$ cat src/source/rv_isa_pkg.sv
package rv_isa_pkg;

  localparam int XLEN       = 32;
  localparam int ILEN       = 32;
  localparam int REG_ADDR_W = 5;
  localparam int NUM_REGS   = 32;
  localparam int BYTE_LANES = 4;

  // major opcodes handled by the core
  typedef enum logic [6:0] {
    LOAD    = 7'b0000011,
    STORE   = 7'b0100011,
    BRANCH  = 7'b1100011,
    REG_IMM = 7'b0010011,
    REG_REG = 7'b0110011,
    SYSTEM  = 7'b1110011,
    LUI     = 7'b0110111
  } opcode_e;

  typedef enum logic [3:0] {
    ADD, SUB, SLL, SLT, SLTU, XOR,
    SRL, SRA, OR, AND, PASS_B
  } alu_op_e;

  // encodings follow funct3
  typedef enum logic [2:0] {
    BEQ  = 3'b000,
    BNE  = 3'b001,
    BLT  = 3'b100,
    BGE  = 3'b101,
    BLTU = 3'b110,
    BGEU = 3'b111
  } branch_cond_e;

  typedef enum logic [2:0] {
    MEM_B  = 3'b000,
    MEM_H  = 3'b001,
    MEM_W  = 3'b010,
    MEM_BU = 3'b100,
    MEM_HU = 3'b101
  } mem_size_e;

  typedef struct packed {
    logic [6:0]            funct7;
    logic [REG_ADDR_W-1:0] rs2;
    logic [REG_ADDR_W-1:0] rs1;
    logic [2:0]            funct3;
    logic [REG_ADDR_W-1:0] rd;
    opcode_e               opcode;
  } insn_fields_t;

endpackage

$ cat src/source/pipe_pkg.sv
package pipe_pkg;

  // what occupies writeback in a given cycle
  typedef enum logic [3:0] {
    CYCLE_INVALID      = 4'd0,
    CYCLE_RESET        = 4'd1,
    CYCLE_NO_STALL     = 4'd2,
    CYCLE_TAKEN_BRANCH = 4'd4,
    CYCLE_LOAD2USE     = 4'd8
  } cycle_status_e;

  typedef enum logic [1:0] {FWD_NONE, FWD_MEM, FWD_WB} fwd_sel_e;

  typedef struct packed {
    logic [rv_isa_pkg::REG_ADDR_W-1:0] rs1;
    logic [rv_isa_pkg::REG_ADDR_W-1:0] rs2;
    logic [rv_isa_pkg::REG_ADDR_W-1:0] rd;
    logic                              uses_rs1;
    logic                              uses_rs2;
    logic                              writes_rd;
  } reg_use_t;

  typedef struct packed {
    logic [rv_isa_pkg::XLEN-1:0] pc;
    logic [rv_isa_pkg::ILEN-1:0] insn;
    reg_use_t                    reg_use;
    rv_isa_pkg::alu_op_e         alu_op;
    logic [rv_isa_pkg::XLEN-1:0] imm;
    logic [rv_isa_pkg::XLEN-1:0] rs1_data;
    logic [rv_isa_pkg::XLEN-1:0] rs2_data;
    cycle_status_e               status;
  } dx_t;

  typedef struct packed {
    logic [rv_isa_pkg::XLEN-1:0] pc;
    logic [rv_isa_pkg::ILEN-1:0] insn;
    reg_use_t                    reg_use;
    logic [rv_isa_pkg::XLEN-1:0] result;
    logic [rv_isa_pkg::XLEN-1:0] store_data;
    cycle_status_e               status;
  } xm_t;

  // register write request
  typedef struct packed {
    logic                              we;
    logic [rv_isa_pkg::REG_ADDR_W-1:0] rd;
    logic [rv_isa_pkg::XLEN-1:0]       data;
  } wb_t;

  typedef struct packed {
    logic                        taken;
    logic [rv_isa_pkg::XLEN-1:0] target;
  } redirect_t;

  // addr is word aligned, we has one bit per byte lane
  typedef struct packed {
    logic [rv_isa_pkg::XLEN-1:0]       addr;
    logic [rv_isa_pkg::XLEN-1:0]       wdata;
    logic [rv_isa_pkg::BYTE_LANES-1:0] we;
  } dmem_req_t;

  typedef struct packed {
    logic [rv_isa_pkg::XLEN-1:0] pc;
    logic [rv_isa_pkg::ILEN-1:0] insn;
    cycle_status_e               status;
  } retire_t;

endpackage

$ cat src/source/decode_stage.sv
`timescale 1ns/1ps

module decode_stage (
  input  logic                        clk,
  input  logic                        rst,
  input  logic [rv_isa_pkg::XLEN-1:0] fd_pc,
  input  logic [rv_isa_pkg::ILEN-1:0] fd_insn,
  input  pipe_pkg::cycle_status_e     fd_status,
  input  pipe_pkg::redirect_t         redirect,
  input  logic                        stall,
  input  pipe_pkg::wb_t               wb,
  input  logic                        wb_to_decode_rs1,
  input  logic                        wb_to_decode_rs2,
  output pipe_pkg::reg_use_t          use_d,
  output pipe_pkg::dx_t               dx
);

  rv_isa_pkg::insn_fields_t    f;
  rv_isa_pkg::alu_op_e         alu_op;
  logic [rv_isa_pkg::XLEN-1:0] imm;
  logic [rv_isa_pkg::XLEN-1:0] rf_rs1_data;
  logic [rv_isa_pkg::XLEN-1:0] rf_rs2_data;
  logic [rv_isa_pkg::XLEN-1:0] rs1_data;
  logic [rv_isa_pkg::XLEN-1:0] rs2_data;

  // alt selects sub or sra
  function automatic rv_isa_pkg::alu_op_e alu_from_funct(logic [2:0] funct3, logic alt);
    case (funct3)
      3'b000:  return alt ? rv_isa_pkg::SUB : rv_isa_pkg::ADD;
      3'b001:  return rv_isa_pkg::SLL;
      3'b010:  return rv_isa_pkg::SLT;
      3'b011:  return rv_isa_pkg::SLTU;
      3'b100:  return rv_isa_pkg::XOR;
      3'b101:  return alt ? rv_isa_pkg::SRA : rv_isa_pkg::SRL;
      3'b110:  return rv_isa_pkg::OR;
      default: return rv_isa_pkg::AND;
    endcase
  endfunction

  assign f = fd_insn;

  reg_file rf (
    .clk      (clk),
    .rst      (rst),
    .rs1      (f.rs1),
    .rs2      (f.rs2),
    .rs1_data (rf_rs1_data),
    .rs2_data (rf_rs2_data),
    .wr       (wb)
  );

  always_comb begin
    use_d     = '0;
    use_d.rs1 = f.rs1;
    use_d.rs2 = f.rs2;
    use_d.rd  = f.rd;
    alu_op    = rv_isa_pkg::ADD;
    imm       = {{20{fd_insn[31]}}, fd_insn[31:20]};
    case (f.opcode)
      rv_isa_pkg::LUI: begin
        imm             = {fd_insn[31:12], 12'b0};
        alu_op          = rv_isa_pkg::PASS_B;
        use_d.writes_rd = 1'b1;
      end
      rv_isa_pkg::REG_IMM: begin
        // imm[10] only means arithmetic for the right shift
        alu_op          = alu_from_funct(f.funct3, f.funct7[5] && f.funct3 == 3'b101);
        use_d.uses_rs1  = 1'b1;
        use_d.writes_rd = 1'b1;
      end
      rv_isa_pkg::REG_REG: begin
        alu_op          = alu_from_funct(f.funct3, f.funct7[5]);
        use_d.uses_rs1  = 1'b1;
        use_d.uses_rs2  = 1'b1;
        use_d.writes_rd = 1'b1;
      end
      rv_isa_pkg::LOAD: begin
        use_d.uses_rs1  = 1'b1;
        use_d.writes_rd = 1'b1;
      end
      rv_isa_pkg::STORE: begin
        imm            = {{20{fd_insn[31]}}, fd_insn[31:25], fd_insn[11:7]};
        use_d.uses_rs1 = 1'b1;
        use_d.uses_rs2 = 1'b1;
      end
      rv_isa_pkg::BRANCH: begin
        imm = {{19{fd_insn[31]}}, fd_insn[31], fd_insn[7], fd_insn[30:25], fd_insn[11:8], 1'b0};
        use_d.uses_rs1 = 1'b1;
        use_d.uses_rs2 = 1'b1;
      end
      default: begin
      end
    endcase
  end

  // same-cycle writeback is not yet in the register file
  assign rs1_data = wb_to_decode_rs1 ? wb.data : rf_rs1_data;
  assign rs2_data = wb_to_decode_rs2 ? wb.data : rf_rs2_data;

  always_ff @(posedge clk) begin
    if (rst) begin
      dx        <= '0;
      dx.status <= pipe_pkg::CYCLE_RESET;
    end else if (redirect.taken) begin
      dx        <= '0;
      dx.status <= pipe_pkg::CYCLE_TAKEN_BRANCH;
    end else if (stall) begin
      // held instruction still picks up the value retiring now
      if (wb.we && wb.rd != '0 && wb.rd == dx.reg_use.rs1) begin
        dx.rs1_data <= wb.data;
      end
      if (wb.we && wb.rd != '0 && wb.rd == dx.reg_use.rs2) begin
        dx.rs2_data <= wb.data;
      end
    end else begin
      dx <= '{pc: fd_pc, insn: fd_insn, reg_use: use_d, alu_op: alu_op, imm: imm,
              rs1_data: rs1_data, rs2_data: rs2_data, status: fd_status};
    end
  end

endmodule

$ cat src/source/execute_stage.sv
`timescale 1ns/1ps

module execute_stage (
  input  logic                        clk,
  input  logic                        rst,
  input  pipe_pkg::dx_t               dx,
  input  pipe_pkg::fwd_sel_e          fwd_rs1,
  input  pipe_pkg::fwd_sel_e          fwd_rs2,
  input  logic [rv_isa_pkg::XLEN-1:0] mem_result,
  input  pipe_pkg::wb_t               wb,
  input  logic                        stall,
  output pipe_pkg::redirect_t         redirect,
  output pipe_pkg::xm_t               xm
);

  rv_isa_pkg::insn_fields_t    f;
  logic [rv_isa_pkg::XLEN-1:0] op_a;
  logic [rv_isa_pkg::XLEN-1:0] rs2_val;
  logic [rv_isa_pkg::XLEN-1:0] op_b;
  logic [rv_isa_pkg::XLEN-1:0] result;
  logic                        cond_true;

  function automatic logic [rv_isa_pkg::XLEN-1:0] pick(
    pipe_pkg::fwd_sel_e sel,
    logic [rv_isa_pkg::XLEN-1:0] reg_val,
    logic [rv_isa_pkg::XLEN-1:0] m_val,
    logic [rv_isa_pkg::XLEN-1:0] w_val
  );
    case (sel)
      pipe_pkg::FWD_MEM: return m_val;
      pipe_pkg::FWD_WB:  return w_val;
      default:           return reg_val;
    endcase
  endfunction

  assign f       = dx.insn;
  assign op_a    = pick(fwd_rs1, dx.rs1_data, mem_result, wb.data);
  assign rs2_val = pick(fwd_rs2, dx.rs2_data, mem_result, wb.data);
  // loads and stores add the immediate to rs1 for the address
  assign op_b    = (f.opcode == rv_isa_pkg::REG_REG) ? rs2_val : dx.imm;

  always_comb begin
    case (dx.alu_op)
      rv_isa_pkg::ADD:  result = op_a + op_b;
      rv_isa_pkg::SUB:  result = op_a - op_b;
      rv_isa_pkg::SLL:  result = op_a << op_b[4:0];
      rv_isa_pkg::SLT:  result = {31'b0, $signed(op_a) < $signed(op_b)};
      rv_isa_pkg::SLTU: result = {31'b0, op_a < op_b};
      rv_isa_pkg::XOR:  result = op_a ^ op_b;
      rv_isa_pkg::SRL:  result = op_a >> op_b[4:0];
      rv_isa_pkg::SRA:  result = $signed(op_a) >>> op_b[4:0];
      rv_isa_pkg::OR:   result = op_a | op_b;
      rv_isa_pkg::AND:  result = op_a & op_b;
      default:          result = op_b;
    endcase
  end

  always_comb begin
    case (rv_isa_pkg::branch_cond_e'(f.funct3))
      rv_isa_pkg::BEQ:  cond_true = op_a == rs2_val;
      rv_isa_pkg::BNE:  cond_true = op_a != rs2_val;
      rv_isa_pkg::BLT:  cond_true = $signed(op_a) < $signed(rs2_val);
      rv_isa_pkg::BGE:  cond_true = $signed(op_a) >= $signed(rs2_val);
      rv_isa_pkg::BLTU: cond_true = op_a < rs2_val;
      default:          cond_true = op_a >= rs2_val;
    endcase
  end

  // operands are not final while a load-to-use stall is pending
  assign redirect.taken  = f.opcode == rv_isa_pkg::BRANCH && cond_true && !stall;
  assign redirect.target = dx.pc + dx.imm;

  always_ff @(posedge clk) begin
    if (rst) begin
      xm        <= '0;
      xm.status <= pipe_pkg::CYCLE_RESET;
    end else if (stall) begin
      xm        <= '0;
      xm.status <= pipe_pkg::CYCLE_LOAD2USE;
    end else begin
      xm <= '{pc: dx.pc, insn: dx.insn, reg_use: dx.reg_use, result: result,
              store_data: rs2_val, status: dx.status};
    end
  end

  // no compressed fetch so a taken target must sit on a word boundary
  assert property (@(posedge clk) disable iff (rst)
    redirect.taken |-> redirect.target[1:0] == 2'b00);

endmodule

$ cat src/source/fetch_stage.sv
`timescale 1ns/1ps

module fetch_stage (
  input  logic                        clk,
  input  logic                        rst,
  input  pipe_pkg::redirect_t         redirect,
  input  logic                        stall,
  output logic [rv_isa_pkg::XLEN-1:0] imem_pc,
  input  logic [rv_isa_pkg::ILEN-1:0] imem_insn,
  output logic [rv_isa_pkg::XLEN-1:0] fd_pc,
  output logic [rv_isa_pkg::ILEN-1:0] fd_insn,
  output pipe_pkg::cycle_status_e     fd_status
);

  logic [rv_isa_pkg::XLEN-1:0] pc;
  logic [rv_isa_pkg::XLEN-1:0] pc_next;

  // redirect wins over stall
  always_comb begin
    if (redirect.taken) begin
      pc_next = redirect.target;
    end else if (stall) begin
      pc_next = pc;
    end else begin
      pc_next = pc + 4;
    end
  end

  always_ff @(posedge clk) begin
    if (rst) begin
      pc <= '0;
    end else begin
      pc <= pc_next;
    end
  end

  assign imem_pc = pc;

  always_ff @(posedge clk) begin
    if (rst) begin
      fd_pc     <= '0;
      fd_insn   <= '0;
      fd_status <= pipe_pkg::CYCLE_RESET;
    end else if (redirect.taken) begin
      // wrong-path fetch becomes a bubble
      fd_pc     <= '0;
      fd_insn   <= '0;
      fd_status <= pipe_pkg::CYCLE_TAKEN_BRANCH;
    end else if (!stall) begin
      fd_pc     <= pc;
      fd_insn   <= imem_insn;
      fd_status <= pipe_pkg::CYCLE_NO_STALL;
    end
  end

endmodule

$ cat src/source/hazard_unit.sv
`timescale 1ns/1ps

module hazard_unit (
  input  pipe_pkg::reg_use_t use_d,
  input  pipe_pkg::reg_use_t use_x,
  input  pipe_pkg::reg_use_t use_m,
  input  pipe_pkg::reg_use_t use_w,
  input  logic               m_is_load,
  output pipe_pkg::fwd_sel_e fwd_rs1,
  output pipe_pkg::fwd_sel_e fwd_rs2,
  output logic               wb_to_decode_rs1,
  output logic               wb_to_decode_rs2,
  output logic               wb_to_store,
  output logic               load_stall
);

  logic m_rs1;
  logic m_rs2;
  logic w_rs1;
  logic w_rs2;

  function automatic logic hit(
    pipe_pkg::reg_use_t prod,
    logic [rv_isa_pkg::REG_ADDR_W-1:0] src,
    logic used
  );
    return used && prod.writes_rd && prod.rd != '0 && prod.rd == src;
  endfunction

  assign m_rs1 = hit(use_m, use_x.rs1, use_x.uses_rs1);
  assign m_rs2 = hit(use_m, use_x.rs2, use_x.uses_rs2);
  assign w_rs1 = hit(use_w, use_x.rs1, use_x.uses_rs1);
  assign w_rs2 = hit(use_w, use_x.rs2, use_x.uses_rs2);

  // a load in memory stalls its user instead of forwarding
  assign load_stall = m_is_load && (m_rs1 || m_rs2);

  // memory is the younger producer
  assign fwd_rs1 = (m_rs1 && !m_is_load) ? pipe_pkg::FWD_MEM :
                   w_rs1 ? pipe_pkg::FWD_WB : pipe_pkg::FWD_NONE;
  assign fwd_rs2 = (m_rs2 && !m_is_load) ? pipe_pkg::FWD_MEM :
                   w_rs2 ? pipe_pkg::FWD_WB : pipe_pkg::FWD_NONE;

  assign wb_to_decode_rs1 = hit(use_w, use_d.rs1, use_d.uses_rs1);
  assign wb_to_decode_rs2 = hit(use_w, use_d.rs2, use_d.uses_rs2);
  assign wb_to_store      = hit(use_w, use_m.rs2, use_m.uses_rs2);

endmodule

$ cat src/source/memory_stage.sv
`timescale 1ns/1ps

module memory_stage (
  input  logic                        clk,
  input  logic                        rst,
  input  pipe_pkg::xm_t               xm,
  input  logic                        wb_to_store,
  input  logic [rv_isa_pkg::XLEN-1:0] dmem_rdata,
  output pipe_pkg::dmem_req_t         dmem_req,
  output logic [rv_isa_pkg::XLEN-1:0] mem_result,
  output pipe_pkg::wb_t               wb,
  output logic                        halt,
  output pipe_pkg::retire_t           trace
);

  rv_isa_pkg::insn_fields_t    f;
  rv_isa_pkg::mem_size_e       size;
  logic [1:0]                  offset;
  logic                        is_store;
  logic                        is_load;
  logic [rv_isa_pkg::XLEN-1:0] sdata;
  logic [rv_isa_pkg::XLEN-1:0] lane_data;
  logic [rv_isa_pkg::XLEN-1:0] load_val;
  pipe_pkg::retire_t           w_trace;
  pipe_pkg::reg_use_t          w_use;
  logic [rv_isa_pkg::XLEN-1:0] w_data;

  assign f        = xm.insn;
  assign size     = rv_isa_pkg::mem_size_e'(f.funct3);
  assign offset   = xm.result[1:0];
  assign is_store = f.opcode == rv_isa_pkg::STORE;
  assign is_load  = f.opcode == rv_isa_pkg::LOAD;
  assign sdata    = wb_to_store ? wb.data : xm.store_data;

  // narrow data goes to every lane and the enables select the live one
  always_comb begin
    dmem_req.addr = {xm.result[rv_isa_pkg::XLEN-1:2], 2'b00};
    case (size)
      rv_isa_pkg::MEM_B: begin
        dmem_req.wdata = {rv_isa_pkg::BYTE_LANES{sdata[7:0]}};
        dmem_req.we    = 4'b0001 << offset;
      end
      rv_isa_pkg::MEM_H: begin
        dmem_req.wdata = {2{sdata[15:0]}};
        dmem_req.we    = 4'b0011 << offset;
      end
      default: begin
        dmem_req.wdata = sdata;
        dmem_req.we    = 4'b1111;
      end
    endcase
    if (!is_store) begin
      dmem_req.we = '0;
    end
  end

  assign lane_data = dmem_rdata >> {offset, 3'b000};

  always_comb begin
    case (size)
      rv_isa_pkg::MEM_B:  load_val = {{24{lane_data[7]}}, lane_data[7:0]};
      rv_isa_pkg::MEM_H:  load_val = {{16{lane_data[15]}}, lane_data[15:0]};
      rv_isa_pkg::MEM_BU: load_val = {24'b0, lane_data[7:0]};
      rv_isa_pkg::MEM_HU: load_val = {16'b0, lane_data[15:0]};
      default:            load_val = lane_data;
    endcase
  end

  assign mem_result = is_load ? load_val : xm.result;

  always_ff @(posedge clk) begin
    if (rst) begin
      w_trace        <= '0;
      w_trace.status <= pipe_pkg::CYCLE_RESET;
      w_use          <= '0;
    end else begin
      w_trace <= '{pc: xm.pc, insn: xm.insn, status: xm.status};
      w_use   <= xm.reg_use;
    end
  end

  always_ff @(posedge clk) begin
    w_data <= mem_result;
  end

  assign wb.we   = w_use.writes_rd && w_trace.status == pipe_pkg::CYCLE_NO_STALL;
  assign wb.rd   = w_use.rd;
  assign wb.data = w_data;

  // ecall has every bit above the opcode clear
  assign halt = w_trace.insn[6:0] == rv_isa_pkg::SYSTEM && w_trace.insn[31:7] == '0 &&
                w_trace.status == pipe_pkg::CYCLE_NO_STALL;

  assign trace = w_trace;

  // only a real store that came down the pipe may drive lane enables
  assert property (@(posedge clk) disable iff (rst)
    dmem_req.we != '0 |-> is_store && xm.status == pipe_pkg::CYCLE_NO_STALL);

endmodule

$ cat src/source/reg_file.sv
`timescale 1ns/1ps

module reg_file (
  input  logic                              clk,
  input  logic                              rst,
  input  logic [rv_isa_pkg::REG_ADDR_W-1:0] rs1,
  input  logic [rv_isa_pkg::REG_ADDR_W-1:0] rs2,
  output logic [rv_isa_pkg::XLEN-1:0]       rs1_data,
  output logic [rv_isa_pkg::XLEN-1:0]       rs2_data,
  input  pipe_pkg::wb_t                     wr
);

  // x0 has no storage
  logic [rv_isa_pkg::XLEN-1:0] regs [1:rv_isa_pkg::NUM_REGS-1];

  assign rs1_data = (rs1 == '0) ? '0 : regs[rs1];
  assign rs2_data = (rs2 == '0) ? '0 : regs[rs2];

  always_ff @(posedge clk) begin
    if (rst) begin
      for (int i = 1; i < rv_isa_pkg::NUM_REGS; i++) begin
        regs[i] <= '0;
      end
    end else if (wr.we && wr.rd != '0) begin
      regs[wr.rd] <= wr.data;
    end
  end

  // write port stays idle once reset has been applied
  assert property (@(posedge clk) rst |=> !wr.we);

endmodule

$ cat src/source/rv_pipeline.sv
`timescale 1ns/1ps

module rv_pipeline (
  input  logic                        clk,
  input  logic                        rst,
  output logic [rv_isa_pkg::XLEN-1:0] imem_pc,
  input  logic [rv_isa_pkg::ILEN-1:0] imem_insn,
  output pipe_pkg::dmem_req_t         dmem_req,
  input  logic [rv_isa_pkg::XLEN-1:0] dmem_rdata,
  output logic                        halt,
  output pipe_pkg::retire_t           trace
);

  pipe_pkg::redirect_t         redirect;
  logic                        load_stall;
  logic [rv_isa_pkg::XLEN-1:0] fd_pc;
  logic [rv_isa_pkg::ILEN-1:0] fd_insn;
  pipe_pkg::cycle_status_e     fd_status;
  pipe_pkg::reg_use_t          use_d;
  pipe_pkg::reg_use_t          use_w;
  pipe_pkg::dx_t               dx;
  pipe_pkg::xm_t               xm;
  pipe_pkg::wb_t               wb;
  logic [rv_isa_pkg::XLEN-1:0] mem_result;
  pipe_pkg::fwd_sel_e          fwd_rs1;
  pipe_pkg::fwd_sel_e          fwd_rs2;
  logic                        wb_to_decode_rs1;
  logic                        wb_to_decode_rs2;
  logic                        wb_to_store;
  logic                        m_is_load;

  // writeback producer seen by the hazard unit
  assign use_w = '{rs1: '0, rs2: '0, rd: wb.rd, uses_rs1: 1'b0, uses_rs2: 1'b0,
                   writes_rd: wb.we};
  assign m_is_load = xm.insn[6:0] == rv_isa_pkg::LOAD;

  fetch_stage u_fetch (
    .clk (clk), .rst (rst), .redirect (redirect), .stall (load_stall),
    .imem_pc (imem_pc), .imem_insn (imem_insn),
    .fd_pc (fd_pc), .fd_insn (fd_insn), .fd_status (fd_status)
  );

  decode_stage u_decode (
    .clk (clk), .rst (rst), .fd_pc (fd_pc), .fd_insn (fd_insn), .fd_status (fd_status),
    .redirect (redirect), .stall (load_stall), .wb (wb),
    .wb_to_decode_rs1 (wb_to_decode_rs1), .wb_to_decode_rs2 (wb_to_decode_rs2),
    .use_d (use_d), .dx (dx)
  );

  execute_stage u_execute (
    .clk (clk), .rst (rst), .dx (dx), .fwd_rs1 (fwd_rs1), .fwd_rs2 (fwd_rs2),
    .mem_result (mem_result), .wb (wb), .stall (load_stall),
    .redirect (redirect), .xm (xm)
  );

  memory_stage u_memory (
    .clk (clk), .rst (rst), .xm (xm), .wb_to_store (wb_to_store),
    .dmem_rdata (dmem_rdata), .dmem_req (dmem_req), .mem_result (mem_result),
    .wb (wb), .halt (halt), .trace (trace)
  );

  hazard_unit u_hazard (
    .use_d (use_d), .use_x (dx.reg_use), .use_m (xm.reg_use), .use_w (use_w),
    .m_is_load (m_is_load), .fwd_rs1 (fwd_rs1), .fwd_rs2 (fwd_rs2),
    .wb_to_decode_rs1 (wb_to_decode_rs1), .wb_to_decode_rs2 (wb_to_decode_rs2),
    .wb_to_store (wb_to_store), .load_stall (load_stall)
  );

endmodule

$ cat config.mk
export PLATFORM = sky130hd
export DESIGN_NAME = rv_pipeline
export DESIGN_NICKNAME = d
export VERILOG_FILES = /design/src/source/rv_isa_pkg.sv /design/src/source/pipe_pkg.sv /design/src/source/decode_stage.sv /design/src/source/execute_stage.sv /design/src/source/fetch_stage.sv /design/src/source/hazard_unit.sv /design/src/source/memory_stage.sv /design/src/source/reg_file.sv /design/src/source/rv_pipeline.sv
export SDC_FILE = /design/constraint.sdc
export NUM_CORES = 2
export LEC_CHECK = 0
export BUFFER_PORTS_ARGS = -buffer_cell sky130_fd_sc_hd__buf_4
export CORE_AREA = 10 10 540 489
export DETAILED_ROUTE_END_ITERATION = 12
export DIE_AREA = 0 0 550 499
export GPL_TIMING_DRIVEN = 0
export PLACE_DENSITY = 0.5
export SYNTH_ARGS = -nofsm -noshare
export SYNTH_HDL_FRONTEND = slang
export SYNTH_HIERARCHICAL = 1
export SYNTH_SLANG_ARGS = --single-unit
$ cat constraint.sdc
create_clock -name clk -period 10.3 [get_ports clk]
set_input_delay 1.03 -clock clk [delete_from_list [all_inputs] [get_ports clk]]
set_output_delay 1.03 -clock clk [all_outputs]
set_load 0.05 [all_outputs]
[Word level (Yosys, flattened, before mapping)]
Memory sizes are Yosys's and may differ from the RTL's. A register that Yosys moved wholly into a read port is not among the register bits.
Index checks and enable logic that the tools add are counted.
Word-level totals
  register bits after elaboration: 534
  latch bits: 0
  bits in writable memories: 992
  ROM bits: 0
  input port bits: 66
  output and inout bits: 169
  memories: 1
Memories
  u_decode.rf.regs: words 31, width 32, rd ports 2, clocked after Yosys merged registers in 2, wr ports 31, line reg_file.sv:14  | logic [rv_isa_pkg::XLEN-1:0] regs [1:rv_isa_pkg::NUM_REGS-1];
Cells by class
  $add $sub $neg: 4
  multipliers: 0
  divide/modulo/power cells: 0
  $lt $le $gt $ge: 6
  equality and inequality tests: 50
  shifts and indexed selects: 6
  mux-type cells: 51
  bitwise operators: 3
  reduce and logical (&&, ||, !) cells: 51
Operators with widths (count)
  32-bit two-way mux: 12
  32-bit one-hot mux with 10 select lines: 1
  32-bit less-than comparator: 4
  32-bit one-hot mux with 2 select lines: 2
  32-bit one-hot mux with 4 select lines: 1
  31-bit one-hot mux with 3 select lines: 1
  36-bit one-hot mux with 2 select lines: 1
  32-bit adder: 2
  32-bit greater-or-equal comparator: 2
  64-bit two-way mux: 1
  32-bit by 5-bit right shift with 32-bit output: 2
  4-bit one-hot mux with 7 select lines: 2
  5-bit == test: 7
  7-bit by 6-bit == test with 1-bit output, second input constant: 5
  1-bit logical AND: 33
  32-bit by 3-bit adder with 32-bit output, second input constant: 1
  32-bit bitwise AND: 1
  32-bit == test: 1
  32-bit inequality test: 1
  32-bit OR: 1
  32-bit OR reduction: 1
  32-bit by 5-bit << shifter with 32-bit output: 1
  32-bit by 5-bit >>> shifter with 32-bit output: 1
  32-bit subtractor: 1
  34 further kinds: 86

[Depth between registers and ports, before layout]
  word-level depth: 15
  mapped depth: 29

[Modules after synthesis]
The synthesis kept the hierarchy.
By module, submodules not included
  reg_file: instances 1, cells each 3500, area an instance 54222.0 um^2, seq. area each 30749.5 um^2
  execute_stage: instances 1, cells each 2217, area an instance 16398.2 um^2, seq. area each 3002.9 um^2
  decode_stage: instances 1, cells each 837, area an instance 7636.1 um^2, seq. area each 3403.3 um^2
  memory_stage: instances 1, cells each 503, area an instance 4735.8 um^2, seq. area each 2122.0 um^2
  fetch_stage: instances 1, cells each 460, area an instance 4305.4 um^2, seq. area each 1981.9 um^2
  hazard_unit: instances 1, cells each 69, area an instance 528.0 um^2, seq. area each 0.0 um^2
  rv_pipeline: instances 1, cells each 4, area an instance 25.0 um^2, seq. area each 0.0 um^2

[Least setup slack after synthesis]
Ideal clock, no wire load.
  path kind: reg-to-reg
  from: register u_memory.w_trace, in the netlist u_memory/trace[1]
  to: register u_fetch/fd_insn[0] in the netlist's numbering
  library setup time: 0.128 ns
  data arrival time: 6.004 ns
  slack: 4.168 ns
  stages on the path, launching flop included: 28
  path buffers: 3
  clock period less this slack: 6.132 ns
  path through: dfxtp_1 nor4b_1 and2_1 o21ai_4 nor3_2 inv_1 ha_1 clkbuf_1 a22oi_1 nor2_1 a21oi_1 inv_1 ha_1 nor2b_1 o21a_1 o21a_1 o21a_1 o21a_1 o21ai_0 and3_1 xnor2_1 o31ai_1 a211oi_1 clkinv_1 nand2_1 clkbuf_1 clkbuf_1 nor2_1
RTL lines
  start, declared: line memory_stage.sv:24  | pipe_pkg::retire_t w_trace;
  start signal, assigned: line memory_stage.sv:77  | w_trace <= '{pc: xm.pc, insn: xm.insn, status: xm.status};
  end signal, assigned: line fetch_stage.sv:51  | fd_insn <= imem_insn;
  end, declared: line fetch_stage.sv:11  | output logic [rv_isa_pkg::ILEN-1:0] fd_insn,

==> impl_table.tex <==
\begin{tabular}{lr}
\hline
Metric & Value \\
\hline
\multicolumn{2}{l}{\textbf{Synth}} \\
\quad Synth Instances & 7571 \\
\quad Average size of a mapped cell & 11.6 sq um \\
\quad Post-synthesis instance area & 87600 sq um \\
\quad Warnings, synthesis & 6 \\
\multicolumn{2}{l}{\textbf{Worst setup path}} \\
\quad Reg2Reg Launch Point & u\_memory/trace[1] \\
\quad Delay contributed by the slowest stage of the critical path & 1.04 ns \\
\quad Element type at the critical path end & flip-flop \\
\quad Number of cells on the worst reg-to-reg path & 27 \\
\quad Arrival @ worst endpoint & 10.63 ns \\
\quad Start-to-end type of the worst setup path & flip-flop to flip-flop \\
\quad Standard cell with the maximum stage delay on the critical path & sky130\_fd\_sc\_hd\_\_nor4b\_1 \\
\quad Maximum fanout along the worst path & 10 \\
\quad Destination of the worst register-to-register timing path & u\_fetch/fd\_pc[7] \\
\quad Reg-to-reg setup timing slack & 0.33 ns \\
\quad Required time of the worst setup path & 10.97 ns \\
\quad Critical Path Source Type & flip-flop \\
\multicolumn{2}{l}{\textbf{STA}} \\
\quad Max Slew Vio Count & 182 \\
\quad Transition at the pin with the smallest max-transition slack & 1.75 ns \\
\quad Final Hold Fails & 0 \\
\quad RSZ-0062 raised after global routing & false \\
\quad Clock period minus worst slack & 9.97 ns \\
\quad Ratio of final minimum period to clock period & 0.968 \\
\quad Relative slew margins & -0.167 \\
\quad Setup Skew & 0.0984 ns \\
\quad Final setup violation count & 0 \\
\quad Hold slack & 0.393 ns \\
\quad Maximum frequency from static timing analysis & 100 MHz \\
\multicolumn{2}{l}{\textbf{Placement}} \\
\quad Global placement routability congestion & 0.989 \\
\quad Post-detailed-placement half-perimeter wirelength & 304000 um \\
\quad Number of port buffers & 232 \\
\quad Cell total after placement & 11200 \\
\multicolumn{2}{l}{\textbf{Clocking}} \\
\quad Sink count of the clock tree & 1543 \\
\quad Number of clock buffers inserted by TritonCTS & 181 \\
\quad Clk pin slew, worst setup/hold paths & 0.06 ns \\
\quad CTS max path bufs & 4 \\
\quad Htree depth & 4 \\
\quad Cts repair resizes & 0 \\
\quad Clock root cell & sky130\_fd\_sc\_hd\_\_clkbuf\_16 \\
\quad Clock tree from TritonCTS & yes \\
\quad Number of buffers added to fix hold violations after cts & 0 \\
\quad Clk Latency, worst-skew pair & 0.89 ns \\
\quad Number of post-CTS setup repair buffers & 0 \\
\multicolumn{2}{l}{\textbf{Power}} \\
\quad Portion of total power attributed to combinational logic & 0.157 \\
\quad Largest voltage drop on the vdd net & 0.117 mV \\
\quad Switching power total & 0.00475 W \\
\quad Leakage component of the power & 36.7 nW \\
\quad Post-route total power & 0.0161 W \\
\quad Share of power burned in registers & 0.444 \\
\quad Proportion of total power due to net switching & 0.295 \\
\quad Internal power summed over all cells & 0.0114 W \\
\quad Clock power share & 0.398 \\
\quad Power Dens Cells & 161 nW/um\^{}2 \\
\multicolumn{2}{l}{\textbf{Final layout}} \\
\quad Final Instance Count excl. Fillers & 11500 \\
\quad Number of filler cells placed in the layout & 24300 \\
\quad Fraction of layout instances using a drive strength above 1 & 0.170 \\
\quad Area added between synthesis and finish & 13.8\% \\
\quad Total Nets Final & 8270 \\
\multicolumn{2}{l}{\textbf{Worst hold path}} \\
\quad Type of the tightest min-delay check & flip-flop to flip-flop \\
\quad Worst hold start & u\_execute/xm[124] \\
\quad Worst Hold Path EP & u\_memory/trace[42] \\
\quad Cell depth of the worst hold path & 1 \\
\multicolumn{2}{l}{\textbf{Floorplanning}} \\
\quad Core region area & 252000 sq um \\
\quad Floorplan die height & 499 um \\
\quad Row cnt & 175 \\
\quad Count of pins on the block boundary & 235 \\
\quad Effective utilization at floorplan & 0.348 \\
\quad Die Width & 550 um \\
\quad DIE AREA & 274000 sq um \\
\multicolumn{2}{l}{\textbf{Global routing}} \\
\quad GRT Overall Usage & 0.289 \\
\quad First-pass GRT wire length & 561000 um \\
\quad Total grt overflow & 0 \\
\quad Maximum number of pins on one net before global-route repair & 33 \\
\quad Number of antenna violations at the first check in global routing & 52 \\
\quad Via count of the first global-routing pass & 67300 \\
\multicolumn{2}{l}{\textbf{Drt}} \\
\quad Final wirelength & 415000 um \\
\quad Detail-routed via count per cell & 6.11 \\
\quad Antenna violation net count after detailed routing & 0 \\
\quad Number of vias after detailed routing & 70600 \\
\quad Wire length per cell after detailed routing & 35.9 um \\
\quad Residual DRC & 0 \\
\quad First-pass iteration count of the detailed router & 6 \\
\quad 1st-iter DRT viols & 10500 \\
\multicolumn{2}{l}{\textbf{Run status}} \\
\quad Run status & complete, but fails checks \\
\quad Violations in the final reports & max-capacitance violations, max-slew violations \\
\multicolumn{2}{l}{\textbf{Run}} \\
\quad Count of maximum capacitance violations & 23 \\
\hline
\end{tabular}
-- state kept, by name, indices dropped and copies added, names as in the netlist --
signal	cells
u_decode/rf/regs	1024
u_decode/dx	170
u_execute/xm	144
u_memory/trace	68
u_fetch/fd_insn	32
u_fetch/fd_pc	32
u_fetch/imem_pc	32
u_memory/w_data	32
u_memory/wb	5
u_fetch/fd_status	3
u_memory/w_use	1
-- final cells by class --
type | count | area, sq um | area share
Antenna cell | 14 | 35.0 | 0.000351
Buffer | 748 | 3610 | 0.0362
Clock buffer | 236 | 4930 | 0.0494
Clock inverter | 84 | 817 | 0.00819
Inverter | 136 | 513 | 0.00514
Multi-Input combinational cell | 5176 | 42600 | 0.427
Sequential cell | 1543 | 41100 | 0.412
Tap cell | 3363 | 4210 | 0.0422
Timing Repair Buffer | 247 | 1910 | 0.0192
-- routing by layer --
layer  vias to the layer above  track usage  wire length [um]
li1                      29100            -                 -
met1                     35800        0.394            169000
met2                      4677        0.425            174000
met3                       964       0.0769             46500
met4                        32        0.143             25200
met5                         -            0               224
-- worst max-delay path, delay by kind of cell, from the launching register on --
kind / cells / cell delay [ns]
buf+inv: 7 / 2.52
compound gates: 7 / 2.48
fa+ha+maj: 2 / 0.68
simple gates: 11 / 3.68
flops: 1 / 0.42
-- stage by stage --
step | utilization | TNS, ns | cell area, sq um | worst slack, ns
6_report | 0.396 | 0 | 99800 | 0.331
5_1_grt | 0.396 | 0 | 99700 | 0.0332
4_1_cts | 0.395 | 0 | 99600 | 0.298
3_5_place_dp | 0.373 | 0 | 93900 | 0.344
3_3_place_gp | 0.372 | -95.86 | 93700 | -1.29
2_1_floorplan | - | 0 | 87800 | 4.17
-- power by group through the flow --
stage	Clock, W	Combinational, W	Sequential [W]
finish	0.00642	0.00253	0.00715
global route	0.00673	0.00261	0.00715
CTS	0.00649	0.00244	0.00713
detailed placement	0	0.00243	0.00726
global placement	0	0.00242	0.00725
floorplan	0	0.00144	0.00706
-- how the worst max path moves through the flow --
stage / from / to / slack [ns]
2_1_floorplan: u_memory/trace[1] / u_fetch/fd_insn[0] / 4.17
3_3_place_gp: u_memory/trace[1] / u_fetch/fd_pc[7] / -1.29
3_5_place_dp: u_memory/trace[1] / u_fetch/fd_pc[2] / 0.34
4_1_cts: u_memory/trace[1] / u_fetch/fd_pc[7] / 0.30
5_1_grt: u_memory/trace[1] / u_fetch/fd_pc[2] / 0.03
6_report: u_memory/trace[1] / u_fetch/fd_pc[7] / 0.33
-- cell usage in the layout (no fill, tap or decap), types with 199 or more instances in the layout --
cell type                  instances
sky130_fd_sc_hd__o21ai_0         199
sky130_fd_sc_hd__nand2_1         254
sky130_fd_sc_hd__mux4_2          472
sky130_fd_sc_hd__edfxtp_1       1024
sky130_fd_sc_hd__buf_4           338
sky130_fd_sc_hd__a21oi_1         294
sky130_fd_sc_hd__clkbuf_1        502
sky130_fd_sc_hd__mux2i_1         493
sky130_fd_sc_hd__nor2_1          513
sky130_fd_sc_hd__and2_1         1092
sky130_fd_sc_hd__dfxtp_1         516
(Power assumes the default switching activity.)
